<file path="src/axis_out_pkg.sv">
`default_nettype none

package axis_out_pkg;

   localparam int DATA_W      = 32;
   localparam int FIFO_ADDR_W = 4;
   localparam int FIFO_DEPTH  = 1 << FIFO_ADDR_W;
   localparam int LEVEL_W     = FIFO_ADDR_W + 1;

   // cpu register map
   typedef enum logic [2:0] {
      REG_ENABLE     = 3'd0,
      REG_SOFT_RESET = 3'd1,
      REG_DATA       = 3'd2,
      REG_NWORDS     = 3'd3,
      REG_THRESHOLD  = 3'd4,
      REG_STATUS     = 3'd5
   } reg_addr_e;

   // IDLE holds no word, STREAM presents one
   typedef enum logic {
      IDLE   = 1'b0,
      STREAM = 1'b1
   } ctrl_state_e;

   typedef struct packed {
      logic               enable;
      logic               soft_rst;
      logic [DATA_W-1:0]  nwords;
      logic [LEVEL_W-1:0] threshold;
   } cfg_t;

   // packed low in the status register
   typedef struct packed {
      logic               empty;
      logic               full;
      logic [LEVEL_W-1:0] level;
   } fifo_stat_t;

endpackage

`default_nettype wire

</file>
<file path="src/axis_out_regs.sv">
`default_nettype none

module axis_out_regs (
   input  wire                               clk_i,
   input  wire                               arst_n_i,
   input  wire                               reg_we_i,
   input  axis_out_pkg::reg_addr_e           reg_addr_i,
   input  wire  [axis_out_pkg::DATA_W-1:0]   reg_wdata_i,
   output logic [axis_out_pkg::DATA_W-1:0]   reg_rdata_o,
   input  axis_out_pkg::fifo_stat_t          fifo_stat_i,
   output axis_out_pkg::cfg_t                cfg_o,
   output logic                              cpu_push_o,
   output logic [axis_out_pkg::DATA_W-1:0]   cpu_data_o,
   output logic                              data_wready_o,
   output logic                              interrupt_o
);

   axis_out_pkg::cfg_t cfg_q;

   always_ff @(posedge clk_i or negedge arst_n_i) begin
      if (!arst_n_i) begin
         cfg_q <= '0;
      end else if (reg_we_i) begin
         case (reg_addr_i)
            axis_out_pkg::REG_ENABLE:     cfg_q.enable    <= reg_wdata_i[0];
            axis_out_pkg::REG_SOFT_RESET: cfg_q.soft_rst  <= reg_wdata_i[0];
            axis_out_pkg::REG_NWORDS:     cfg_q.nwords    <= reg_wdata_i;
            axis_out_pkg::REG_THRESHOLD: begin
               cfg_q.threshold <= reg_wdata_i[axis_out_pkg::LEVEL_W-1:0];
            end
            default: ;
         endcase
      end
   end

   assign cfg_o = cfg_q;

   // data writes go straight to the fifo write port
   assign cpu_push_o = reg_we_i && (reg_addr_i == axis_out_pkg::REG_DATA);
   assign cpu_data_o = reg_wdata_i;

   assign data_wready_o = ~fifo_stat_i.full;
   assign interrupt_o   = (fifo_stat_i.level <= cfg_q.threshold);

   // combinational readback
   always_comb begin
      reg_rdata_o = '0;
      case (reg_addr_i)
         axis_out_pkg::REG_ENABLE: begin
            reg_rdata_o[0] = cfg_q.enable;
         end
         axis_out_pkg::REG_SOFT_RESET: begin
            reg_rdata_o[0] = cfg_q.soft_rst;
         end
         axis_out_pkg::REG_DATA: begin
            reg_rdata_o[0] = data_wready_o;
         end
         axis_out_pkg::REG_NWORDS: begin
            reg_rdata_o = cfg_q.nwords;
         end
         axis_out_pkg::REG_THRESHOLD: begin
            reg_rdata_o[axis_out_pkg::LEVEL_W-1:0] = cfg_q.threshold;
         end
         axis_out_pkg::REG_STATUS: begin
            // empty, full, level from msb down
            reg_rdata_o[$bits(axis_out_pkg::fifo_stat_t)-1:0] = fifo_stat_i;
         end
         default: begin
            reg_rdata_o = '0;
         end
      endcase
   end

endmodule

`default_nettype wire

</file>
<file path="src/axis_out_fifo.sv">
`default_nettype none

module axis_out_fifo (
   input  wire                               clk_i,
   input  wire                               arst_n_i,
   input  wire                               clr_i,
   input  wire                               wr_i,
   input  wire  [axis_out_pkg::DATA_W-1:0]   wr_data_i,
   input  wire                               rd_i,
   output logic [axis_out_pkg::DATA_W-1:0]   rd_data_o,
   output axis_out_pkg::fifo_stat_t          stat_o
);

   logic [axis_out_pkg::DATA_W-1:0]      mem [axis_out_pkg::FIFO_DEPTH];
   logic [axis_out_pkg::FIFO_ADDR_W-1:0] wr_ptr_q;
   logic [axis_out_pkg::FIFO_ADDR_W-1:0] rd_ptr_q;
   logic [axis_out_pkg::LEVEL_W-1:0]     level_q;
   logic                                 full;
   logic                                 empty;
   logic                                 wr_en;
   logic                                 rd_en;

   assign full  = (level_q == axis_out_pkg::FIFO_DEPTH);
   assign empty = (level_q == '0);

   // overflow and underflow attempts are dropped
   assign wr_en = wr_i & ~full;
   assign rd_en = rd_i & ~empty;

   always_ff @(posedge clk_i) begin
      if (wr_en) begin
         mem[wr_ptr_q] <= wr_data_i;
      end
   end

   always_ff @(posedge clk_i) begin
      if (rd_en) begin
         rd_data_o <= mem[rd_ptr_q];
      end
   end

   always_ff @(posedge clk_i or negedge arst_n_i) begin
      if (!arst_n_i) begin
         wr_ptr_q <= '0;
         rd_ptr_q <= '0;
         level_q  <= '0;
      end else if (clr_i) begin
         wr_ptr_q <= '0;
         rd_ptr_q <= '0;
         level_q  <= '0;
      end else begin
         if (wr_en) begin
            wr_ptr_q <= wr_ptr_q + 1'b1;
         end
         if (rd_en) begin
            rd_ptr_q <= rd_ptr_q + 1'b1;
         end
         case ({wr_en, rd_en})
            2'b10:   level_q <= level_q + 1'b1;
            2'b01:   level_q <= level_q - 1'b1;
            default: level_q <= level_q;
         endcase
      end
   end

   assign stat_o.empty = empty;
   assign stat_o.full  = full;
   assign stat_o.level = level_q;

endmodule

`default_nettype wire

</file>
<file path="src/axis_out_ctrl.sv">
`default_nettype none

module axis_out_ctrl (
   input  wire                  clk_i,
   input  wire                  arst_n_i,
   input  axis_out_pkg::cfg_t   cfg_i,
   input  wire                  empty_i,
   input  wire                  axis_tready_i,
   output logic                 fifo_rd_o,
   output logic                 axis_tvalid_o,
   output logic                 beat_o
);

   axis_out_pkg::ctrl_state_e state_q;
   axis_out_pkg::ctrl_state_e state_d;
   logic                      can_pop;

   assign can_pop = cfg_i.enable & ~cfg_i.soft_rst & ~empty_i;

   assign axis_tvalid_o = (state_q == axis_out_pkg::STREAM);
   assign beat_o        = axis_tvalid_o & axis_tready_i;

   always_comb begin
      state_d   = state_q;
      fifo_rd_o = 1'b0;
      case (state_q)
         axis_out_pkg::IDLE: begin
            if (can_pop) begin
               fifo_rd_o = 1'b1;
               state_d   = axis_out_pkg::STREAM;
            end
         end
         axis_out_pkg::STREAM: begin
            // held word stays until the sink takes it
            if (axis_tready_i) begin
               if (can_pop) begin
                  fifo_rd_o = 1'b1;
               end else begin
                  state_d = axis_out_pkg::IDLE;
               end
            end
         end
         default: begin
            state_d = axis_out_pkg::IDLE;
         end
      endcase
   end

   always_ff @(posedge clk_i or negedge arst_n_i) begin
      if (!arst_n_i) begin
         state_q <= axis_out_pkg::IDLE;
      end else if (cfg_i.soft_rst) begin
         state_q <= axis_out_pkg::IDLE;
      end else begin
         state_q <= state_d;
      end
   end

endmodule

`default_nettype wire

</file>
<file path="src/axis_out_word_cnt.sv">
`default_nettype none

module axis_out_word_cnt (
   input  wire                  clk_i,
   input  wire                  arst_n_i,
   input  axis_out_pkg::cfg_t   cfg_i,
   input  wire                  beat_i,
   input  wire                  axis_tvalid_i,
   output logic                 axis_tlast_o
);

   logic [axis_out_pkg::DATA_W-1:0] count_q;
   logic                            last_word;

   // last beat of a frame is word nwords-1 counting from zero
   assign last_word    = (count_q == cfg_i.nwords - 1'b1);
   assign axis_tlast_o = axis_tvalid_i & last_word;

   always_ff @(posedge clk_i or negedge arst_n_i) begin
      if (!arst_n_i) begin
         count_q <= '0;
      end else if (cfg_i.soft_rst) begin
         count_q <= '0;
      end else if (beat_i) begin
         if (last_word) begin
            count_q <= '0;
         end else begin
            count_q <= count_q + 1'b1;
         end
      end
   end

endmodule

`default_nettype wire

</file>
<file path="src/axis_out_top.sv">
`default_nettype none

module axis_out_top (
   input  wire                               clk_i,
   input  wire                               arst_n_i,
   // cpu register bus
   input  wire                               reg_we_i,
   input  axis_out_pkg::reg_addr_e           reg_addr_i,
   input  wire  [axis_out_pkg::DATA_W-1:0]   reg_wdata_i,
   output logic [axis_out_pkg::DATA_W-1:0]   reg_rdata_o,
   output logic                              data_wready_o,
   // dma input
   input  wire                               dma_tvalid_i,
   input  wire  [axis_out_pkg::DATA_W-1:0]   dma_tdata_i,
   output logic                              dma_tready_o,
   // stream output
   output logic [axis_out_pkg::DATA_W-1:0]   axis_tdata_o,
   output logic                              axis_tvalid_o,
   input  wire                               axis_tready_i,
   output logic                              axis_tlast_o,
   output logic                              interrupt_o
);

   axis_out_pkg::cfg_t              cfg;
   axis_out_pkg::fifo_stat_t        fifo_stat;
   logic                            cpu_push;
   logic [axis_out_pkg::DATA_W-1:0] cpu_data;
   logic                            fifo_wr;
   logic [axis_out_pkg::DATA_W-1:0] fifo_wdata;
   logic                            fifo_rd;
   logic [axis_out_pkg::DATA_W-1:0] rd_data;
   logic                            beat;

   axis_out_regs u_regs (
      .clk_i        (clk_i),
      .arst_n_i     (arst_n_i),
      .reg_we_i     (reg_we_i),
      .reg_addr_i   (reg_addr_i),
      .reg_wdata_i  (reg_wdata_i),
      .reg_rdata_o  (reg_rdata_o),
      .fifo_stat_i  (fifo_stat),
      .cfg_o        (cfg),
      .cpu_push_o   (cpu_push),
      .cpu_data_o   (cpu_data),
      .data_wready_o(data_wready_o),
      .interrupt_o  (interrupt_o)
   );

   assign dma_tready_o = ~fifo_stat.full;

   // dma wins, a cpu word in the same cycle is lost
   assign fifo_wr    = (dma_tvalid_i | cpu_push) & ~fifo_stat.full;
   assign fifo_wdata = dma_tvalid_i ? dma_tdata_i : cpu_data;

   axis_out_fifo u_fifo (
      .clk_i    (clk_i),
      .arst_n_i (arst_n_i),
      .clr_i    (cfg.soft_rst),
      .wr_i     (fifo_wr),
      .wr_data_i(fifo_wdata),
      .rd_i     (fifo_rd),
      .rd_data_o(rd_data),
      .stat_o   (fifo_stat)
   );

   axis_out_ctrl u_ctrl (
      .clk_i        (clk_i),
      .arst_n_i     (arst_n_i),
      .cfg_i        (cfg),
      .empty_i      (fifo_stat.empty),
      .axis_tready_i(axis_tready_i),
      .fifo_rd_o    (fifo_rd),
      .axis_tvalid_o(axis_tvalid_o),
      .beat_o       (beat)
   );

   axis_out_word_cnt u_word_cnt (
      .clk_i        (clk_i),
      .arst_n_i     (arst_n_i),
      .cfg_i        (cfg),
      .beat_i       (beat),
      .axis_tvalid_i(axis_tvalid_o),
      .axis_tlast_o (axis_tlast_o)
   );

   assign axis_tdata_o = rd_data;

endmodule

`default_nettype wire

</file>
<file path="config.mk">
export PLATFORM = sky130hd
export DESIGN_NAME = axis_out_top
export DESIGN_NICKNAME = d
export VERILOG_FILES = /design/src/axis_out_pkg.sv /design/src/axis_out_regs.sv /design/src/axis_out_fifo.sv /design/src/axis_out_ctrl.sv /design/src/axis_out_word_cnt.sv /design/src/axis_out_top.sv
export SDC_FILE = /design/constraint.sdc
export NUM_CORES = 1
export LEC_CHECK = 0
export BUFFER_PORTS_ARGS = -buffer_cell sky130_fd_sc_hd__buf_4
export CORE_MARGIN = 1
export CORE_UTILIZATION = 35
export CTS_CLUSTER_SIZE = 8
export DETAILED_ROUTE_END_ITERATION = 6
export PLACE_DENSITY_LB_ADDON = 0.15
export SYNTH_ARGS = -nofsm -noshare
export SYNTH_HDL_FRONTEND = slang
export SYNTH_SLANG_ARGS = --single-unit
</file>
<file path="constraint.sdc">
create_clock -name clk_i -period 4.2 [get_ports clk_i]
set_clock_uncertainty 0.1 [all_clocks]
set_input_delay 0 -clock clk_i [delete_from_list [all_inputs] [get_ports clk_i]]
set_output_delay 0 -clock clk_i [all_outputs]
set_load 0.05 [all_outputs]
</file>
==> flow_summary.json <==
{
  "async_flop_share_pct": 13.51,
  "gp_congestion": 0.8150,
  "layout_commonest_cell": "edfxtp_1",
  "antenna_found_initial": 4,
  "start_util_pct": 35.48,
  "timing_worst_setup_path_type": "flip-flop to output port",
  "slew_headroom_pct": 34.80,
  "worstSkewPairLatency_ps": 620,
  "tightestPinTransition_ps": 978.0,
  "synth.avg_cell_area_um2": 16.06,
  "layout-area-overhead-vs-synth_pct": 21.85,
  "antenna_cells": 0,
  "dieWidth_um": 277.0,
  "p_per_area_mw_per_mm2": 554.6,
  "grt_pass1_wl_mm": 105.7,
  "finalMaxSlewViolations": 0,
  "synth_nets": 1736,
  "cts_buffers": 88,
  "min_period_ps": 4126,
  "outcome": "completed",
  "nets": 2013,
  "synth_cell_types": 61,
  "drive_above_1_share_pct": 24.85,
  "final_cell_mix": "544 x edfxtp_1, 185 x buf_4, 117 x mux2i_1",
  "ant_nets": 0,
  "period_share_pct": 98.24,
  "finalHoldViolCount": 0,
  "rsz0062_at_grt": "true",
  "yosys_warnings": 0,
  "synthCells": 1648,
  "cts.sinks": 629,
  "grt_max_degree": 67,
  "path_clk_slew_ps": 50,
  "fill_cells": 6671,
  "vias_per_cell": 5.234,
  "die_y_um": 277.0,
  "finalSetupViolCount": 0,
  "vias": 15310,
  "io_pins": 141,
  "tritoncts": "done",
  "htree_levels": 3,
  "place_hpwl_mm": 44.01,
  "hold_class": "input pin to flip-flop",
  "netlist_area_mm2": 0.02646,
  "drv_cap": 0,
  "rows": 100,
  "wl_per_cell_um": 24.71,
  "portBuffers": 140,
  "critPathLaunchType": "flip-flop",
  "cts-root-buf": "clkbuf_16",
  "routed_wl_mm": 72.28,
  "drtPass1Iterations": 5,
  "cts.path.max_buffers": 3,
  "die_area_mm2": 0.07670,
  "overflow": 0,
  "ys.flop_type": "edfxtp_1",
  "worst_hold_slack_ps": 69.77,
  "critPathCaptureType": "output port",
  "grt_pass1_vias": 15760,
  "leakage_nw": 11.03,
  "yosysSeqAreaShare_pct": 69.77,
  "core_region_area_mm2": 0.07457,
  "ys_ff_latch": 629,
  "arrival_ps": 4030,
  "drt-initial-drc-count": 944,
  "grtUsageTotal_pct": 18.82,
  "drc": 0,
  "crit_required_ps": 4100,
  "timing.fmax_ghz": 0.2424,
  "ir_worst_vdd_mv": 0.3133,
  "power.total_mw": 17.88,
  "synth_edf_count": 544,
  "critPathMaxFanout": 7
}
## kinds of logic (layout without fill, tap and decap cells)
group	after synthesis	after routing	synth area share (%)
xor gates and xnor gates	80	80	2.648
buffers and inverters	110	418	1.683
and+or+nand+nor	337	337	6.365
DFF	629	629	69.77
muxes	270	270	13.66
AOI/OAI and AO/OA	206	206	5.083
adders and majority gates	16	16	0.7849
## synthesized netlist by cell type, types with 42 or more instances
master	number	area, um2
o21ai_0	70	350.3
xnor2_1	43	376.6
nand2_1	99	371.6
mux2i_1	117	1171
dfrtp_1	85	2127
a21oi_1	42	210.2
mux2_2	89	1002
edfxtp_1	544	16340
clkbuf_1	60	225.2
mux4_2	64	1441
nor2_1	72	270.3
## report_power, final
part	internal [mW]	switching, mW
logic	1.49	2.18
clock network	3.84	2.52
registers	7.47	0.385
total	12.8	5.09
## stage by stage
stage | setup slack [ps] | TNS (ps) | area (um2) | instances | utilization (%)
3_5_place_dp | 365.2 | 0 | 28930 | 2720 | 38.80
5_1_grt | -18.25 | -18.25 | 32240 | 2925 | 43.23
3_3_place_gp | 474.0 | 0 | 28930 | 2720 | 38.80
6_report | 74.08 | 0 | 32240 | 2925 | 43.23
4_1_cts | 5.610 | 0 | 32210 | 2924 | 43.20
2_1_floorplan | -718.6 | -91980 | 26460 | 1648 | -
## metal layers
layer	GRT usage [%]	vias to the layer above	part of all wire, %
met3	2.868	104	4.5
li1	-	6931	-
met5	0	-	0.018
met4	5.499	2	2.1
met1	25.02	7909	44
met2	31.83	363	50
## worst max-delay path, cell delays in order (launching register included)
cell and delay (ps):
dfrtp_2 440, inv_1 70, ha_2 190, or4b_4 500, or4_4 500, or4_1 550
a32o_1 260, a2111oi_4 420, and4_4 320, buf_8 150
## cell type report
class,count,area [um2],area share [%]
clock inverters,5,81.33,0.2523
inverters,21,78.83,0.2445
flip-flops and latches,629,18480,57.30
repair buffers,276,2392,7.420
well taps,969,1212,3.760
clock buffers,116,2338,7.253
multi-input cells,909,7662,23.77
## flip-flops by register name, indices dropped and copies added (netlist names)
name and flops:
u_fifo.mem 512, u_word_cnt.count_q 32, u_fifo.rd_data_o 32, u_fifo.level_q 5, u_fifo.wr_ptr_q 4, u_regs.cfg_o 39
u_ctrl.axis_tvalid_o 1, u_fifo.rd_ptr_q 4
## timing repair
action                                  in CTS  in global routing
endpoints found under the setup margin       1                  1
resized for setup                            2                  7
endpoints found under the hold margin      615                  0
pin swaps                                    1                  2
hold buffers                                83                  0
cloned                                       0                  0
buffers inserted                             0                  1
## final timing paths
check / slack (ps) / cells past startpoint / start / end
max in group asynchronous: 3210 / 4 / arst_n_i / u_fifo.rd_ptr_q[1]$_DFFE_PN0P_
worst max register to register: 480 / 10 / u_regs.cfg_o[5]$_DFFE_PN0P_ / u_word_cnt.count_q[22]$_DFFE_PN0P_
worst min-delay path: 70 / 3 / reg_wdata_i[17] / u_regs.cfg_o[22]$_DFFE_PN0P_
min in group asynchronous: 420 / 4 / arst_n_i / u_regs.cfg_o[27]$_DFFE_PN0P_
worst min register to register: 470 / 2 / u_word_cnt.count_q[31]$_DFFE_PN0P_ / u_word_cnt.count_q[31]$_DFFE_PN0P_
worst max-delay path: 70 / 9 / u_regs.cfg_o[5]$_DFFE_PN0P_ / axis_tlast_o
Note: power is estimated with default switching activity, not from simulation.
